===== src/design/audio_params.svh =====
`ifndef AUDIO_PARAMS_SVH
`define AUDIO_PARAMS_SVH

// ==============================
// Data path widths
// ==============================
`define AUDIO_DATA_W        16          // Bus word, register and sample width
`define AUDIO_PHASE_W       32          // Phase accumulator width

// ==============================
// Timing divisors
// ==============================
`define AUDIO_TICKS_PER_MS  24576       // clk_audio cycles in one millisecond
`define AUDIO_SCLK_HALF     4           // clk_audio cycles per SCLK half period
`define AUDIO_SCLK_PER_CHAN 32          // SCLK periods per LRCK half
`define AUDIO_PHASE_STEP    89478       // About 2^32 / 48000, phase step per Hz

// Square levels, symmetric around zero
`define AUDIO_SQ_HIGH       16'h3FFF
`define AUDIO_SQ_LOW        16'hC000

// Register reset values, saw values double as the self-test tone
`define AUDIO_RST_SAW_FREQ  16'd3000
`define AUDIO_RST_SAW_DUR   16'd500
`define AUDIO_RST_SQ_FREQ   16'd440
`define AUDIO_RST_SQ_DUR    16'd0
`define AUDIO_READ_IDLE     16'hFFFF    // Returned for unmapped offsets

`endif


===== src/design/audio_dsp_pkg.sv =====
`include "audio_params.svh"

package audio_dsp_pkg;

    // ==============================
    // Signal path types
    // ==============================

    // Two's complement audio sample
    typedef logic signed [`AUDIO_DATA_W-1:0] sample_t;

    // Phase word, read two ways by the voices
    typedef union packed {
        struct packed {
            logic [`AUDIO_PHASE_W/2-1:0] upper;     // Saw level before offset
            logic [`AUDIO_PHASE_W/2-1:0] frac;      // Sub-step precision
        } saw;
        struct packed {
            logic                        sign;      // Selects the square level
            logic [`AUDIO_PHASE_W-2:0]   rest;      // Remaining phase bits
        } sq;
    } phase_word_t;

    // Waveform decode of a voice
    typedef enum logic {
        SHAPE_SAW,                      // Top phase bits minus half scale
        SHAPE_SQUARE                    // Phase MSB picks one of two levels
    } wave_shape_t;

endpackage


===== src/design/audio_reg_pkg.sv =====
`include "audio_params.svh"

package audio_reg_pkg;

    // ==============================
    // Register map
    // ==============================

    // Word offsets on wb_adr
    typedef enum logic [3:0] {
        SAW_FREQ = 4'h0,                // Saw frequency in Hz
        SAW_DUR  = 4'h1,                // Saw duration in ms, write starts the voice
        SQ_FREQ  = 4'h2,                // Square frequency in Hz
        SQ_DUR   = 4'h3,                // Square duration in ms, write starts the voice
        STATUS   = 4'h4                 // Read only, bit 0 saw playing, bit 1 square playing
    } reg_offset_t;

    // One register word, same width as the bus
    typedef logic [`AUDIO_DATA_W-1:0] reg_word_t;

    // Status bit positions
    localparam int STAT_SAW_BIT = 0;
    localparam int STAT_SQ_BIT  = 1;

endpackage


===== src/design/audio_controller.sv =====
module audio_controller
    import audio_reg_pkg::*, audio_dsp_pkg::*;
(
    input  logic       clk_audio,
    input  logic       reset,
    // Wishbone classic slave
    input  logic       wb_cyc,
    input  logic       wb_stb,
    input  logic       wb_we,
    input  logic [3:0] wb_adr,
    input  reg_word_t  wb_dat_w,
    output logic       wb_ack,
    output reg_word_t  wb_dat_r,
    // I2S to the DAC
    output logic       audio_mclk,
    output logic       audio_lrck,
    output logic       audio_sclk,
    output logic       audio_sdin
);

    reg_word_t saw_freq, saw_dur, sq_freq, sq_dur;
    logic      saw_start, sq_start;
    logic      saw_playing, sq_playing;
    sample_t   saw_sample, sq_sample, mix_sample;
    logic      sclk_fall, frame_tick, chan_edge;

    assign audio_mclk = clk_audio;      // MCLK straight from the clock

    // ==============================
    // Register stage
    // ==============================
    audio_regs regs_i (
        .clk_audio, .reset,
        .wb_cyc, .wb_stb, .wb_we,
        .wb_adr    (reg_offset_t'(wb_adr)),     // Holes decode to default
        .wb_dat_w, .wb_ack, .wb_dat_r,
        .saw_playing, .sq_playing,
        .saw_freq, .saw_dur, .sq_freq, .sq_dur,
        .saw_start, .sq_start
    );

    // Voice stage
    tone_voice #(.SHAPE(SHAPE_SAW)) saw_voice_i (
        .clk_audio, .reset, .start(saw_start), .frame_tick,
        .freq(saw_freq), .dur(saw_dur), .playing(saw_playing), .sample(saw_sample)
    );

    tone_voice #(.SHAPE(SHAPE_SQUARE)) sq_voice_i (
        .clk_audio, .reset, .start(sq_start), .frame_tick,
        .freq(sq_freq), .dur(sq_dur), .playing(sq_playing), .sample(sq_sample)
    );

    // Mixer and serializer stages
    voice_mixer mixer_i (
        .clk_audio, .reset, .frame_tick, .saw_playing, .sq_playing,
        .saw_sample, .sq_sample, .mix_sample
    );

    i2s_clock_gen clock_gen_i (
        .clk_audio, .reset, .sclk(audio_sclk), .lrck(audio_lrck),
        .sclk_fall, .frame_tick, .chan_edge
    );

    i2s_transmitter tx_i (
        .clk_audio, .reset, .sclk_fall, .chan_edge, .mix_sample, .sdin(audio_sdin)
    );

endmodule


===== src/design/audio_regs.sv =====
`include "audio_params.svh"

module audio_regs
    import audio_reg_pkg::*;
(
    input  logic        clk_audio,
    input  logic        reset,
    // Wishbone classic slave
    input  logic        wb_cyc,
    input  logic        wb_stb,
    input  logic        wb_we,
    input  reg_offset_t wb_adr,
    input  reg_word_t   wb_dat_w,
    output logic        wb_ack,
    output reg_word_t   wb_dat_r,
    // Voice side
    input  logic        saw_playing,
    input  logic        sq_playing,
    output reg_word_t   saw_freq,
    output reg_word_t   saw_dur,
    output reg_word_t   sq_freq,
    output reg_word_t   sq_dur,
    output logic        saw_start,
    output logic        sq_start
);

    logic      req;                     // First cycle of a bus request
    logic      wr;                      // Write request
    logic      post_pending;            // Self-test start still owed
    reg_word_t status;

    assign req = wb_cyc && wb_stb && !wb_ack;   // ack blocks a second hit
    assign wr  = req && wb_we;

    always_comb begin
        status = '0;
        status[STAT_SAW_BIT] = saw_playing;
        status[STAT_SQ_BIT]  = sq_playing;
    end

    // ==============================
    // Registers, ack and start pulses
    // ==============================
    always_ff @(posedge clk_audio) begin
        if (reset) begin
            wb_ack       <= 1'b0;
            saw_freq     <= `AUDIO_RST_SAW_FREQ;
            saw_dur      <= `AUDIO_RST_SAW_DUR;
            sq_freq      <= `AUDIO_RST_SQ_FREQ;
            sq_dur       <= `AUDIO_RST_SQ_DUR;
            saw_start    <= 1'b0;
            sq_start     <= 1'b0;
            post_pending <= 1'b1;                   // Arm the self-test tone
        end else begin
            wb_ack       <= req;                    // Single cycle, no wait state
            post_pending <= 1'b0;
            saw_start    <= post_pending || (wr && wb_adr == SAW_DUR);
            sq_start     <= wr && wb_adr == SQ_DUR;
            if (wr) begin
                case (wb_adr)
                    SAW_FREQ: saw_freq <= wb_dat_w;
                    SAW_DUR:  saw_dur  <= wb_dat_w;
                    SQ_FREQ:  sq_freq  <= wb_dat_w;
                    SQ_DUR:   sq_dur   <= wb_dat_w;
                    default: ;                      // STATUS and holes drop the data
                endcase
            end
        end
    end

    // Read data, captured with ack
    always_ff @(posedge clk_audio) begin
        if (req) begin
            case (wb_adr)
                SAW_FREQ: wb_dat_r <= saw_freq;
                SAW_DUR:  wb_dat_r <= saw_dur;
                SQ_FREQ:  wb_dat_r <= sq_freq;
                SQ_DUR:   wb_dat_r <= sq_dur;
                STATUS:   wb_dat_r <= status;
                default:  wb_dat_r <= `AUDIO_READ_IDLE;
            endcase
        end
    end

    // Every ack answers a request seen one cycle earlier
    a_ack_follows_req: assert property (
        @(posedge clk_audio) disable iff (reset)
        wb_ack |-> $past(wb_cyc && wb_stb)
    );

endmodule


===== src/design/i2s_clock_gen.sv =====
`include "audio_params.svh"

module i2s_clock_gen (
    input  logic clk_audio,
    input  logic reset,
    output logic sclk,
    output logic lrck,
    output logic sclk_fall,             // First cycle with sclk low
    output logic frame_tick,            // First cycle with lrck high
    output logic chan_edge              // First cycle after any lrck change
);

    localparam int HALF_W = $clog2(`AUDIO_SCLK_HALF);
    localparam int CHAN_W = $clog2(`AUDIO_SCLK_PER_CHAN);

    logic [HALF_W-1:0] half_cnt;        // clk_audio cycles in this SCLK half
    logic [CHAN_W-1:0] chan_cnt;        // SCLK periods in this channel

    always_ff @(posedge clk_audio) begin
        if (reset) begin
            half_cnt   <= '0;
            chan_cnt   <= '0;
            sclk       <= 1'b0;
            lrck       <= 1'b0;
            sclk_fall  <= 1'b0;
            frame_tick <= 1'b0;
            chan_edge  <= 1'b0;
        end else begin
            sclk_fall  <= 1'b0;                     // Strobes default low
            frame_tick <= 1'b0;
            chan_edge  <= 1'b0;
            if (half_cnt == HALF_W'(`AUDIO_SCLK_HALF - 1)) begin
                half_cnt <= '0;
                sclk     <= ~sclk;
                if (sclk) begin
                    sclk_fall <= 1'b1;              // High to low
                end else if (chan_cnt == CHAN_W'(`AUDIO_SCLK_PER_CHAN - 1)) begin
                    chan_cnt   <= '0;               // LRCK moves with SCLK rising
                    lrck       <= ~lrck;
                    chan_edge  <= 1'b1;
                    frame_tick <= ~lrck;            // Rising LRCK only
                end else begin
                    chan_cnt <= chan_cnt + 1'b1;
                end
            end else begin
                half_cnt <= half_cnt + 1'b1;
            end
        end
    end

endmodule


===== src/design/i2s_transmitter.sv =====
module i2s_transmitter
    import audio_dsp_pkg::*;
(
    input  logic    clk_audio,
    input  logic    reset,
    input  logic    sclk_fall,
    input  logic    chan_edge,
    input  sample_t mix_sample,
    output logic    sdin
);

    localparam int DATA_W = $bits(sample_t);
    localparam int CNT_W  = $clog2(DATA_W + 1);

    typedef enum logic [1:0] {
        TX_WAIT,                        // Idle until the next channel starts
        TX_DELAY,                       // I2S one-bit delay slot
        TX_SHIFT                        // Data bits, MSB first
    } tx_state_t;

    tx_state_t          state;
    logic [DATA_W-1:0]  shift_reg;
    logic [CNT_W-1:0]   bit_cnt;        // Bits already sent

    // ==============================
    // Serializer
    // ==============================
    always_ff @(posedge clk_audio) begin
        if (reset) begin
            state   <= TX_WAIT;
            bit_cnt <= '0;
            sdin    <= 1'b0;
        end else begin
            case (state)
                TX_WAIT: begin
                    if (chan_edge) begin
                        shift_reg <= mix_sample;    // Same word on both channels
                        bit_cnt   <= '0;
                        state     <= TX_DELAY;
                    end
                end
                TX_DELAY: begin
                    if (sclk_fall)
                        state <= TX_SHIFT;          // First falling edge skipped
                end
                TX_SHIFT: begin
                    if (sclk_fall) begin
                        if (bit_cnt < CNT_W'(DATA_W)) begin
                            sdin      <= shift_reg[DATA_W-1];
                            shift_reg <= {shift_reg[DATA_W-2:0], 1'b0};
                            bit_cnt   <= bit_cnt + 1'b1;
                        end else begin
                            sdin  <= 1'b0;          // Pad rest of channel
                            state <= TX_WAIT;
                        end
                    end
                end
                default: state <= TX_WAIT;
            endcase
        end
    end

    // Line stays quiet between words
    a_quiet_in_wait: assert property (
        @(posedge clk_audio) disable iff (reset)
        state == TX_WAIT |-> !sdin
    );

endmodule


===== src/design/tone_voice.sv =====
`include "audio_params.svh"

module tone_voice
    import audio_reg_pkg::*, audio_dsp_pkg::*;
#(
    parameter wave_shape_t SHAPE = SHAPE_SAW
) (
    input  logic      clk_audio,
    input  logic      reset,
    input  logic      start,            // One cycle, from a duration write
    input  logic      frame_tick,       // Once per stereo frame
    input  reg_word_t freq,             // Hz
    input  reg_word_t dur,              // ms
    output logic      playing,
    output sample_t   sample
);

    localparam int TICKS = `AUDIO_TICKS_PER_MS;
    localparam int PRE_W = $clog2(TICKS + 1);
    localparam logic [`AUDIO_PHASE_W-1:0] STEP = `AUDIO_PHASE_STEP;
    localparam reg_word_t HALF_SCALE = {1'b1, {(`AUDIO_DATA_W-1){1'b0}}};

    logic [PRE_W-1:0]          prescale;    // Cycles into the current ms
    reg_word_t                 remaining;   // Whole ms left
    logic [`AUDIO_PHASE_W-1:0] phase_inc;
    phase_word_t               phase;
    sample_t                   wave;        // Decoded level of the current phase

    // ==============================
    // Duration timer
    // ==============================
    always_ff @(posedge clk_audio) begin
        if (reset) begin
            playing   <= 1'b0;
            remaining <= '0;
            prescale  <= '0;
        end else if (start && dur != '0) begin      // Zero duration never starts
            playing   <= 1'b1;
            remaining <= dur;
            prescale  <= '0;                        // Restart the ms grid
        end else if (playing) begin
            if (prescale == PRE_W'(TICKS - 1)) begin
                prescale  <= '0;
                remaining <= remaining - 1'b1;
                if (remaining == reg_word_t'(1))
                    playing <= 1'b0;                // Last ms done
            end else begin
                prescale <= prescale + 1'b1;
            end
        end
    end

    // Multiplier kept off the accumulator path
    always_ff @(posedge clk_audio) begin
        phase_inc <= freq * STEP;                   // Wraps mod 2^32 for high freq
    end

    // Sample from the phase before it advances
    always_ff @(posedge clk_audio) begin
        if (reset || !playing) begin
            phase  <= '0;
            sample <= '0;
        end else if (frame_tick) begin
            sample <= wave;
            phase  <= phase + phase_inc;
        end
    end

    // Waveform decode
    always_comb begin
        if (SHAPE == SHAPE_SAW)
            wave = sample_t'(phase.saw.upper - HALF_SCALE);     // Offset binary to signed
        else
            wave = phase.sq.sign ? sample_t'(`AUDIO_SQ_HIGH) : sample_t'(`AUDIO_SQ_LOW);
    end

    // Countdown never sits at zero while the voice plays
    a_playing_has_time: assert property (
        @(posedge clk_audio) disable iff (reset)
        playing |-> remaining != '0
    );

endmodule


===== src/design/voice_mixer.sv =====
module voice_mixer
    import audio_dsp_pkg::*;
(
    input  logic    clk_audio,
    input  logic    reset,
    input  logic    frame_tick,
    input  logic    saw_playing,
    input  logic    sq_playing,
    input  sample_t saw_sample,
    input  sample_t sq_sample,
    output sample_t mix_sample
);

    logic signed [$bits(sample_t):0] sum;   // One guard bit for the average

    assign sum = saw_sample + sq_sample;    // Sign extended by context

    // ==============================
    // Mix, held between frames
    // ==============================
    always_ff @(posedge clk_audio) begin
        if (reset) begin
            mix_sample <= '0;
        end else if (frame_tick) begin
            case ({saw_playing, sq_playing})
                2'b11:   mix_sample <= sample_t'(sum >>> 1);    // Average keeps range
                2'b10:   mix_sample <= saw_sample;
                2'b01:   mix_sample <= sq_sample;
                default: mix_sample <= '0;                      // Silence
            endcase
        end
    end

endmodule


===== config.mk =====
export PLATFORM = sky130hd
export DESIGN_NAME = audio_controller
export DESIGN_NICKNAME = d
export VERILOG_FILES = /design/src/design/audio_dsp_pkg.sv /design/src/design/audio_reg_pkg.sv /design/src/design/audio_controller.sv /design/src/design/audio_regs.sv /design/src/design/i2s_clock_gen.sv /design/src/design/i2s_transmitter.sv /design/src/design/tone_voice.sv /design/src/design/voice_mixer.sv
export VERILOG_INCLUDE_DIRS = /design/src /design/src/design
export SDC_FILE = /design/constraint.sdc
export NUM_CORES = 1
export LEC_CHECK = 0
export ABC_CLOCK_PERIOD_IN_PS = 7080
export BUFFER_PORTS_ARGS = -buffer_cell sky130_fd_sc_hd__buf_4
export CAP_MARGIN = 20
export CORE_UTILIZATION = 55
export DETAILED_ROUTE_END_ITERATION = 7
export PLACE_DENSITY_LB_ADDON = 0.12
export SYNTH_ARGS = -nofsm -noshare
export SYNTH_HDL_FRONTEND = slang
export SYNTH_SLANG_ARGS = --single-unit

===== constraint.sdc =====
create_clock -name clk_audio -period 7.08 [get_ports clk_audio]
set_input_delay 1.062 -clock clk_audio [delete_from_list [all_inputs] [get_ports clk_audio]]
set_output_delay 1.062 -clock clk_audio [all_outputs]
set_load 0.1 [all_outputs]

==> results of run 1 <==
==> per-layer routing <==
metal	track usage [%]	share of wire, %	vias to the layer above
met1	34.7	45	9770
met5	0	0	-
met4	8.38	2.6	0
li1	-	-	10123
met3	3.74	5.2	106
met2	45.0	48	539
==> worst max-delay path by stage <==
stage	from	to	slack [ps]	depth (start not counted)
CTS	regs_i.saw_freq[7]	saw_voice_i.phase_inc[24]	1230	20
global route	regs_i.saw_freq[7]	saw_voice_i.phase_inc[24]	950	20
finish	regs_i.saw_freq[7]	saw_voice_i.phase_inc[24]	1220	20
detailed placement	regs_i.saw_freq[7]	saw_voice_i.phase_inc[24]	1270	20
floorplan	regs_i.saw_freq[7]	saw_voice_i.phase_inc[24]	1800	20
global placement	regs_i.saw_freq[7]	saw_voice_i.phase_inc[24]	1360	20
==> cell usage after synthesis, types with 8 or more instances <==
library cell and number:
a211oi_1 55, a21o_1 76, a21oi_1 202, a221oi_1 9, a311oi_1 8, a31oi_1 25, and2_1 11, and3_1 23
buf_1 17, clkbuf_1 82, dfxtp_1 310, edfxtp_1 32, fa_1 161, ha_1 365, inv_1 291, mux2_2 18
mux2i_1 52, nand2_1 248, nand2b_1 26, nand3_1 60, nand3b_1 8, nand4_1 24, nor2_1 264, nor2b_1 39
nor3_1 61, nor3b_1 16, nor4_1 22, o211ai_1 12, o21a_1 14, o21ai_0 85, o21bai_1 21, o22ai_1 13
o31ai_1 10, or3_1 11, or4_1 8, xnor2_1 86, xor2_1 76
==> stage by stage <==
stage	area, µm²	hold WS, ps	util, %
floorplan	26300	404	-
global placement	27100	414	57.9
detailed placement	27100	427	57.9
CTS	28500	435	60.8
global route	28500	447	60.8
finish	28500	429	60.8
==> critical path: cells and delay by family (launching register included) <==
family,cells,cell delay [ps]
AOI/OAI and AO/OA,6,1300
adders and majority gates,7,3110
buffers and inverters,4,200
DFF,1,580
and+or+nand+nor,3,580
==> layout make-up <==
| cell class | count | area, µm² |
|---|---|---|
| fill | 4074 | 18300 |
| multi-input combinational | 2191 | 17700 |
| sequential | 342 | 7170 |
| clock buffer | 56 | 1170 |
| inverter | 292 | 1100 |
| tap | 607 | 759 |
| timing repair buffer | 60 | 450 |
| clock inverter | 18 | 199 |
==> cells by family after synthesis <==
group | share of synthesized area, %
multiplexers | 2.75
XOR/XNOR | 5.39
adder cells (fa/ha/maj) | 29.6
AO/OA/AOI/OAI | 14.4
buffers and inverters | 5.65
flip-flops | 27.2
AND/OR/NAND/NOR | 15.0
==> power breakdown <==
group | leakage, nW | internal [mW] | switching [mW]
sequential | 2.80 | 2.04 | 0.0396
clock | 0.669 | 1.28 | 0.912
combinational | 9.67 | 0.354 | 0.557
total | 13.1 | 3.67 | 1.51
==> results.cfg, run 1 <==
[run_status]
status = completed

[timing]
max_clock_freq_mhz = 171
rsz0062_at_grt = false
hold_viol_final = 0
period_share_pct = 82.7
setup_viol = 0
layout_setup_ws_ps = 1220
period_needed_ps = 5860
slew_headroom_pct = 33.9
slew_violations = 0
worst_clock_skew_ps = 31.8
worst_pin_slew_ps = 988
tns_ps = 0

[clock_tree]
clkLatencyLatePin_ps = 690
cts_setup_buffers = 0
holdBufCountCts = 0
cts_tree = yes
cts.clk_slew.worst_paths_ps = 60
cts.repair.resized = 0

[route]
drt_iter0_drc = 1322
firstDrtPassIters = 7
wl_per_cell_um = 17.8
vias = 20538
antenna_left = 0
routed_wl_um = 63400
vias_per_cell = 5.76
drcViolationCount = 0

[synth]
synth_area_leader_cell = dfxtp_1
synth_ff_type = dfxtp_1
avgSynthCellArea_um2 = 8.99
syn_nets = 3478
synth_area_leaders = dfxtp_1 (24%), ha_1 (17%), fa_1 (12%)
synth_area_um2 = 26300
synthArstFlopShare_pct = 0
syn_inst = 2927
ys_warn_count = 0
synth-seq-area-share_pct = 27.2
ys_ff_latch = 342
yosysTopAreaCellShare_pct = 23.6
ys_types = 72
synth-edff-count = 32

[die]
rows = 79
die_x_um = 221
ios = 46
dieArea_um2 = 48700
start_util_pct = 56.2
coreArea_um2 = 46900
die_h_um = 221

[global_routing]
antenna_found_initial = 0
grtUsageTotal_pct = 26.5
grt_pass1_vias = 20335
grt_start_max_net_pins = 84
grt_pass1_wl_um = 103000
overflow = 0

[run]
drv_cap = 0

[final_layout]
antenna_cells = 0
drive_above_1_share_pct = 5.41
layout_commonest_cell = ha_1
final_cell_mix = ha_1 (365), dfxtp_1 (309), inv_1 (291), nor2_1 (264), nand2_1 (248)
stdcell_count = 3566
areaGrowthSynthToFinish_pct = 8.32
final_net_count = 3482

[placement]
io_buffers = 45
place_hpwl_um = 48500
gp_congestion = 0.875
placedCellCount = 3493
pre_cts_ws_ps = 1270

[setup_path]
reg2reg_to = saw_voice_i.phase_inc[24]
crit_top_cell = fa_1
reg2reg_slack_ps = 1220
path_cells = ha_1 > fa_1 > inv_1 > fa_1 > inv_1 > fa_1 > fa_1 > inv_1 > fa_1 > inv_1 > ha_1 > a21oi_1 > o21ai_0 > a31oi_1 > nor3b_1 > o31ai_1 > a21boi_0 > o21a_1 > or4_1 > nand3_1
r2r.worst_path.cells = 20
cp_max_fo = 9
cp-start-kind = flop
max_stage_delay_ps = 580
regToRegStartpoint = regs_i.saw_freq[7]
slowest_stage = dfxtp_1
crit_path_end_kind = flop
cp_data_arrival_time_ps = 6460
cp.required_ps = 7680
timing_worst_setup_path_type = reg2reg

[power_and_ir_drop]
finalPower_mw = 5.18
ir_worst_vdd_uv = 217
leakagePower_nw = 13.1
power_density_nw_per_um2 = 182

[worst_hold_path]
min_from = clock_gen_i.half_cnt[0]
worstHoldEndpoint = clock_gen_i.half_cnt[0]
hold_depth = 1
hold_class = reg2reg
Power figures use the tool's default switching activity.
==> run 2: changes to the inputs <==
--- a/config.mk
+++ b/config.mk
@@ -6,7 +6,7 @@
 export SDC_FILE = /design/constraint.sdc
 export NUM_CORES = 1
 export LEC_CHECK = 0
-export ABC_CLOCK_PERIOD_IN_PS = 7080
+export ABC_CLOCK_PERIOD_IN_PS = 5650
 export BUFFER_PORTS_ARGS = -buffer_cell sky130_fd_sc_hd__buf_4
 export CAP_MARGIN = 20
 export CORE_UTILIZATION = 55
==> constraint.sdc (replaced) <==
create_clock -name clk_audio -period 5.65 [get_ports clk_audio]
set_input_delay 0.8475 -clock clk_audio [delete_from_list [all_inputs] [get_ports clk_audio]]
set_output_delay 0.8475 -clock clk_audio [all_outputs]
set_load 0.1 [all_outputs]
==> run 2 against run 1 <==
Sequential cell count is the same. Utilization rose by 0.90 points. Clock skew down 4.1 ps. Design area is 1.5% higher. Fmax grew 8.4%. Via count grew 1.3%. Critical path depth did not move. Routed wire length is 1.3% higher. Non-clock buffer count grew 25. Worst hold slack worse by 15 ps. Largest cell class unchanged.
==> results.cfg, run 2 (same netlist as run 1, synthesis figures left out) <==
[power_and_ir_drop]
p_int_mw = 4.84
ir_worst_vdd_uv = 282
combPwrFrac_pct = 17.4
power_frac_seq_pct = 38.5
p_switching_mw = 1.93
leakagePower_nw = 13.4
power_density_nw_per_um2 = 234
power_switching_share_pct = 28.5
clkPwrFrac_pct = 44.1

[run_status]
status = completed

[timing]
rsz0062_at_grt = false
timing.hold.ws_ps = 414
hold_viol_final = 0
setup_viol = 0
worst_pin_slew_ps = 1110
tns_ps = 0
period_needed_ps = 5410
slew_violations = 0
period_share_pct = 95.7
layout_setup_ws_ps = 244
max_clock_freq_mhz = 185
worst_clock_skew_ps = 27.7
slew_headroom_pct = 25.8

[setup_path]
cp_max_fo = 8
path_delay_family = adder cells
reg2reg_slack_ps = 240
cp_data_arrival_time_ps = 6040
crit_path_end_kind = flop
cp.required_ps = 6280
reg2reg_to = sq_voice_i.phase_inc[30]
timing_worst_setup_path_type = reg2reg
slowest_stage = fa_1
r2r.worst_path.cells = 20
regToRegStartpoint = regs_i.sq_freq[5]
cp_num_buf_inv = 4
cp-start-kind = flop
crit_top_cell = fa_1
max_stage_delay_ps = 530
path_cells = ha_1 > inv_1 > fa_1 > inv_1 > fa_1 > fa_1 > fa_1 > inv_1 > fa_1 > inv_1 > ha_1 > a21oi_1 > nand2_1 > a21oi_1 > nand2_1 > a21o_1 > nand4_1 > a21oi_1 > or4_1 > nand3_1

[placement]
io_buffers = 45
gp_congestion = 0.900
pre_cts_ws_ps = 108
place_hpwl_um = 49200

[worst_hold_path]
hold_class = in2reg
min_from = wb_stb
worstHoldEndpoint = regs_i.wb_ack
hold_depth = 3

[die]
dieArea_um2 = 48700
ios = 46
die_h_um = 221
die_x_um = 221
rows = 79
start_util_pct = 56.2
coreArea_um2 = 46900

[route]
drcViolationCount = 0
wl_met3_um = 3000
met1Wirelength_um = 28700
firstDrtPassIters = 5
routed_wl_um = 64200
vias_per_cell = 5.79
drt_iter0_drc = 1235
top_layer = met4
antenna_left = 0
dr_wl_met2_um = 30600
vias = 20808
wl_per_cell_um = 17.9

[final_layout]
seqCellArea_um2 = 7180
areaGrowthSynthToFinish_pct = 9.92
final_net_count = 3508
antenna_cells = 0
drive_above_1_share_pct = 6.93
final_cell_mix = ha_1 (362), dfxtp_1 (305), inv_1 (291), nor2_1 (264), nand2_1 (248)
multi_input_area_um2 = 17700
nFillCells = 4134
layout_commonest_cell = ha_1

[global_routing]
grt_pass1_vias = 20488
antenna_found_initial = 0
overflow = 0
grtUsageTotal_pct = 26.6
grt_pass1_wl_um = 103000
grt_start_max_net_pins = 68

[clock_tree]
holdBufCountCts = 0
cts_tree = yes
clkLatencyLatePin_ps = 690
cts.clk_slew.worst_paths_ps = 60

[run]
drv_cap = 0
-- run 2: changes by cell type in the layout (fill, tap and decap cells not counted), sizes merged --
| cell | change |
|---|---|
| clkinvlp | +1 |
| buf | +25 |
| bufinv | +4 |
| inv | -2 |
-- run 2: power groups by stage --
stage / clock network (mW) / registers (mW) / logic [mW]
floorplan: 0.0668 / 2.68 / 0.839
global placement: 0.0668 / 2.66 / 1.11
detailed placement: 0.0668 / 2.66 / 1.13
CTS: 3.05 / 2.61 / 1.14
global route: 3.15 / 2.61 / 1.31
finish: 2.99 / 2.61 / 1.18
-- run 2: how the worst max path moves through the flow --
stage	from	cells after the start	slack, ps	endpoint
2_1_floorplan	regs_i.saw_freq[7]	20	370	saw_voice_i.phase_inc[24]
3_3_place_gp	regs_i.saw_freq[6]	20	200	saw_voice_i.phase_inc[24]
3_5_place_dp	regs_i.saw_freq[6]	20	110	saw_voice_i.phase_inc[24]
4_1_cts	regs_i.saw_freq[6]	20	100	saw_voice_i.phase_inc[24]
5_1_grt	regs_i.saw_freq[13]	19	6	saw_voice_i.phase_inc[31]
6_report	regs_i.sq_freq[5]	20	240	sq_voice_i.phase_inc[30]
-- run 2: layout make-up --
type                    count  area share (%)
multi-input cells        2191            61.3
clock buffers              56            4.11
well taps                 607            2.63
flip-flops and latches    342            24.8
inverters                 292            3.79
clock inverters            21            1.17
repair buffers             85            2.22
-- run 2: tightest hold or removal path, cell delays in order --
cell and delay [ps]:
buf_4 110, nand2_1 70, nor3_1 40
-- run 2: through the flow --
stage,total power [mW],util [%],cell area [µm²],cells
floorplan,3.58,-,26300,2927
global placement,3.83,58.3,27300,3515
detailed placement,3.86,58.3,27300,3515
CTS,6.80,61.5,28800,3591
global route,7.07,61.7,28900,3594
finish,6.77,61.7,28900,3594
-- run 2: metal layers --
layer / GRT usage, % / up-vias
met5: 0 / -
met4: 8.70 / 0
met3: 3.77 / 115
met2: 45.3 / 485
met1: 34.7 / 10026
li1: - / 10182
-- run 2: timing repair --
| item | CTS | global route |
|---|---|---|
| hold endpoints to repair | 0 | 0 |
| setup buffers | 0 | 3 |
| setup endpoints to repair | 0 | 10 |
| gates resized for setup | 0 | 18 |
==> run 3: changes to the inputs <==
--- a/config.mk
+++ b/config.mk
@@ -8,8 +8,8 @@
 export LEC_CHECK = 0
 export ABC_CLOCK_PERIOD_IN_PS = 5650
 export BUFFER_PORTS_ARGS = -buffer_cell sky130_fd_sc_hd__buf_4
-export CAP_MARGIN = 20
-export CORE_UTILIZATION = 55
+export CORE_ASPECT_RATIO = 1.25
+export CORE_UTILIZATION = 39
 export DETAILED_ROUTE_END_ITERATION = 7
 export PLACE_DENSITY_LB_ADDON = 0.12
 export SYNTH_ARGS = -nofsm -noshare
==> run 3 against run 2 <==
Clock skew fell by 0.51 ps. Clock power rose by 1%. Routed wire length rose by 7.1%. Fmax fell by 0.50%. First-iteration DRC count fell by 18%. Clock-buffer cell count fell by 1. Critical path type unchanged.
==> results.cfg, run 3 (same netlist as run 1, synthesis figures left out) <==
[timing]
slew_headroom_pct = 34.5
rsz0062_at_grt = false
period_share_pct = 96.2
setup_viol = 0
period_needed_ps = 5430
hold_viol_final = 0
worst_clock_skew_ps = 27.2
max_clock_freq_mhz = 184
slew_violations = 0
tns_ps = 0
worst_pin_slew_ps = 980

[final_layout]
final_net_count = 3516
antenna_cells = 0
drive_above_1_share_pct = 7.34
layout_commonest_cell = ha_1
nFillCells = 6606
seqCellArea_um2 = 7180
areaGrowthSynthToFinish_pct = 11.4
final_cell_mix = ha_1 (360), dfxtp_1 (301), inv_1 (291), nor2_1 (263), nand2_1 (247)
multi_input_area_um2 = 17700

[clock_tree]
cts.repair.resized = 0
cts.clk_slew.worst_paths_ps = 70
cts_tree = yes
clkLatencyLatePin_ps = 710
cts_setup_buffers = 0
holdBufCountCts = 0

[die]
ios = 46
start_util_pct = 39.4
rows = 106
die_h_um = 292
coreArea_um2 = 66800
dieArea_um2 = 68500
die_x_um = 234

[route]
wl_per_cell_um = 17.8
drcViolationCount = 0
routed_wl_um = 68700
vias_per_cell = 5.30
drt_iter0_drc = 1007
firstDrtPassIters = 5
vias = 20481
antenna_left = 0

[run]
drv_cap = 0

[power_and_ir_drop]
leakagePower_nw = 13.4
ir_worst_vdd_uv = 191
power_density_nw_per_um2 = 233
finalPower_mw = 6.83

[setup_path]
cp_max_fo = 7
cp-start-kind = flop
r2r.worst_path.cells = 17
crit_path_end_kind = flop
cp_data_arrival_time_ps = 6060
regToRegStartpoint = regs_i.saw_freq[11]
reg2reg_to = saw_voice_i.phase_inc[31]
reg2reg_slack_ps = 220
cp.required_ps = 6280
timing_worst_setup_path_type = reg2reg

[placement]
io_buffers = 45
place_hpwl_um = 54200
gp_congestion = 0.870

[worst_hold_path]
min_from = wb_stb
hold_depth = 3
hold_class = in2reg
worstHoldEndpoint = regs_i.wb_ack

[global_routing]
overflow = 0
grt_start_max_net_pins = 68
grt_pass1_wl_um = 112000
grtUsageTotal_pct = 20.5
grt_pass1_vias = 21159
antenna_found_initial = 2

[run_status]
status = completed
==> run 3: changes by cell type in the layout (fill, tap and decap cells not counted), moves of 2 or more <==
cell	previous run	this run
buf_4	85	94
dfxtp_1	305	301
dfxtp_2	4	8
inv_6	0	3
ha_1	362	360
inv_16	1	3
==> run 3: cell type report <==
type	count	area share [%]
clock buffers	55	4.01
well taps	864	3.69
clock inverters	24	1.20
inverters	292	3.74
flip-flops and latches	342	24.5
repair buffers	93	2.38
multi-input cells	2191	60.5
==> run 3: critical path: stages, from the launching register on <==
cell      delay [ps]
dfxtp_1          550
ha_1             270
inv_1             70
fa_1             530
inv_1             70
fa_1             560
fa_1             440
fa_1             450
ha_1             290
ha_1             350
a21oi_1          300
nor3_1            80
a211o_1          290
o21ai_0          250
o311ai_0         310
a21o_1           240
a21oi_1          160
xnor2_1          130
==> run 3: per-layer routing <==
| layer | up-vias | GRT usage, % | share of wire [%] |
|---|---|---|---|
| li1 | 10201 | - | - |
| met1 | 9792 | 24.3 | 42 |
| met2 | 354 | 37.0 | 51 |
| met5 | - | 0 | 0.033 |
| met3 | 130 | 2.63 | 3.1 |
| met4 | 4 | 8.17 | 3.8 |
==> run 3: worst max-delay path by stage <==
stage                                   start                   endpoint  slack [ps]  cells past startpoint
final                     regs_i.saw_freq[11]  saw_voice_i.phase_inc[31]         220                     17
after global routing        regs_i.sq_freq[5]   sq_voice_i.phase_inc[30]           3                     18
after CTS                  regs_i.saw_freq[5]  saw_voice_i.phase_inc[31]         100                     18
after detailed placement   regs_i.saw_freq[5]  saw_voice_i.phase_inc[31]         110                     18
after global placement     regs_i.saw_freq[5]  saw_voice_i.phase_inc[31]         170                     20
after floorplan            regs_i.saw_freq[7]  saw_voice_i.phase_inc[24]         370                     20
==> run 3: power breakdown <==
part / switching (mW) / internal, mW / total (mW)
combinational: 0.724 / 0.457 / 1.18
sequential: 0.0602 / 2.56 / 2.62
clock: 1.21 / 1.82 / 3.03
total: 2.00 / 4.83 / 6.83
==> run 3: per-stage QoR <==
stage          hold slack (ps)  instance area, µm²  setup WS (ps)  utilization (%)  instances
2_1_floorplan              404               26300            373                -       2927
3_3_place_gp               413               27700            167             41.5       3783
3_5_place_dp               416               27700            111             41.5       3783
4_1_cts                    386               29200            104             43.7       3861
5_1_grt                    416               29300           2.85             43.9       3861
6_report                   420               29300            217             43.9       3861
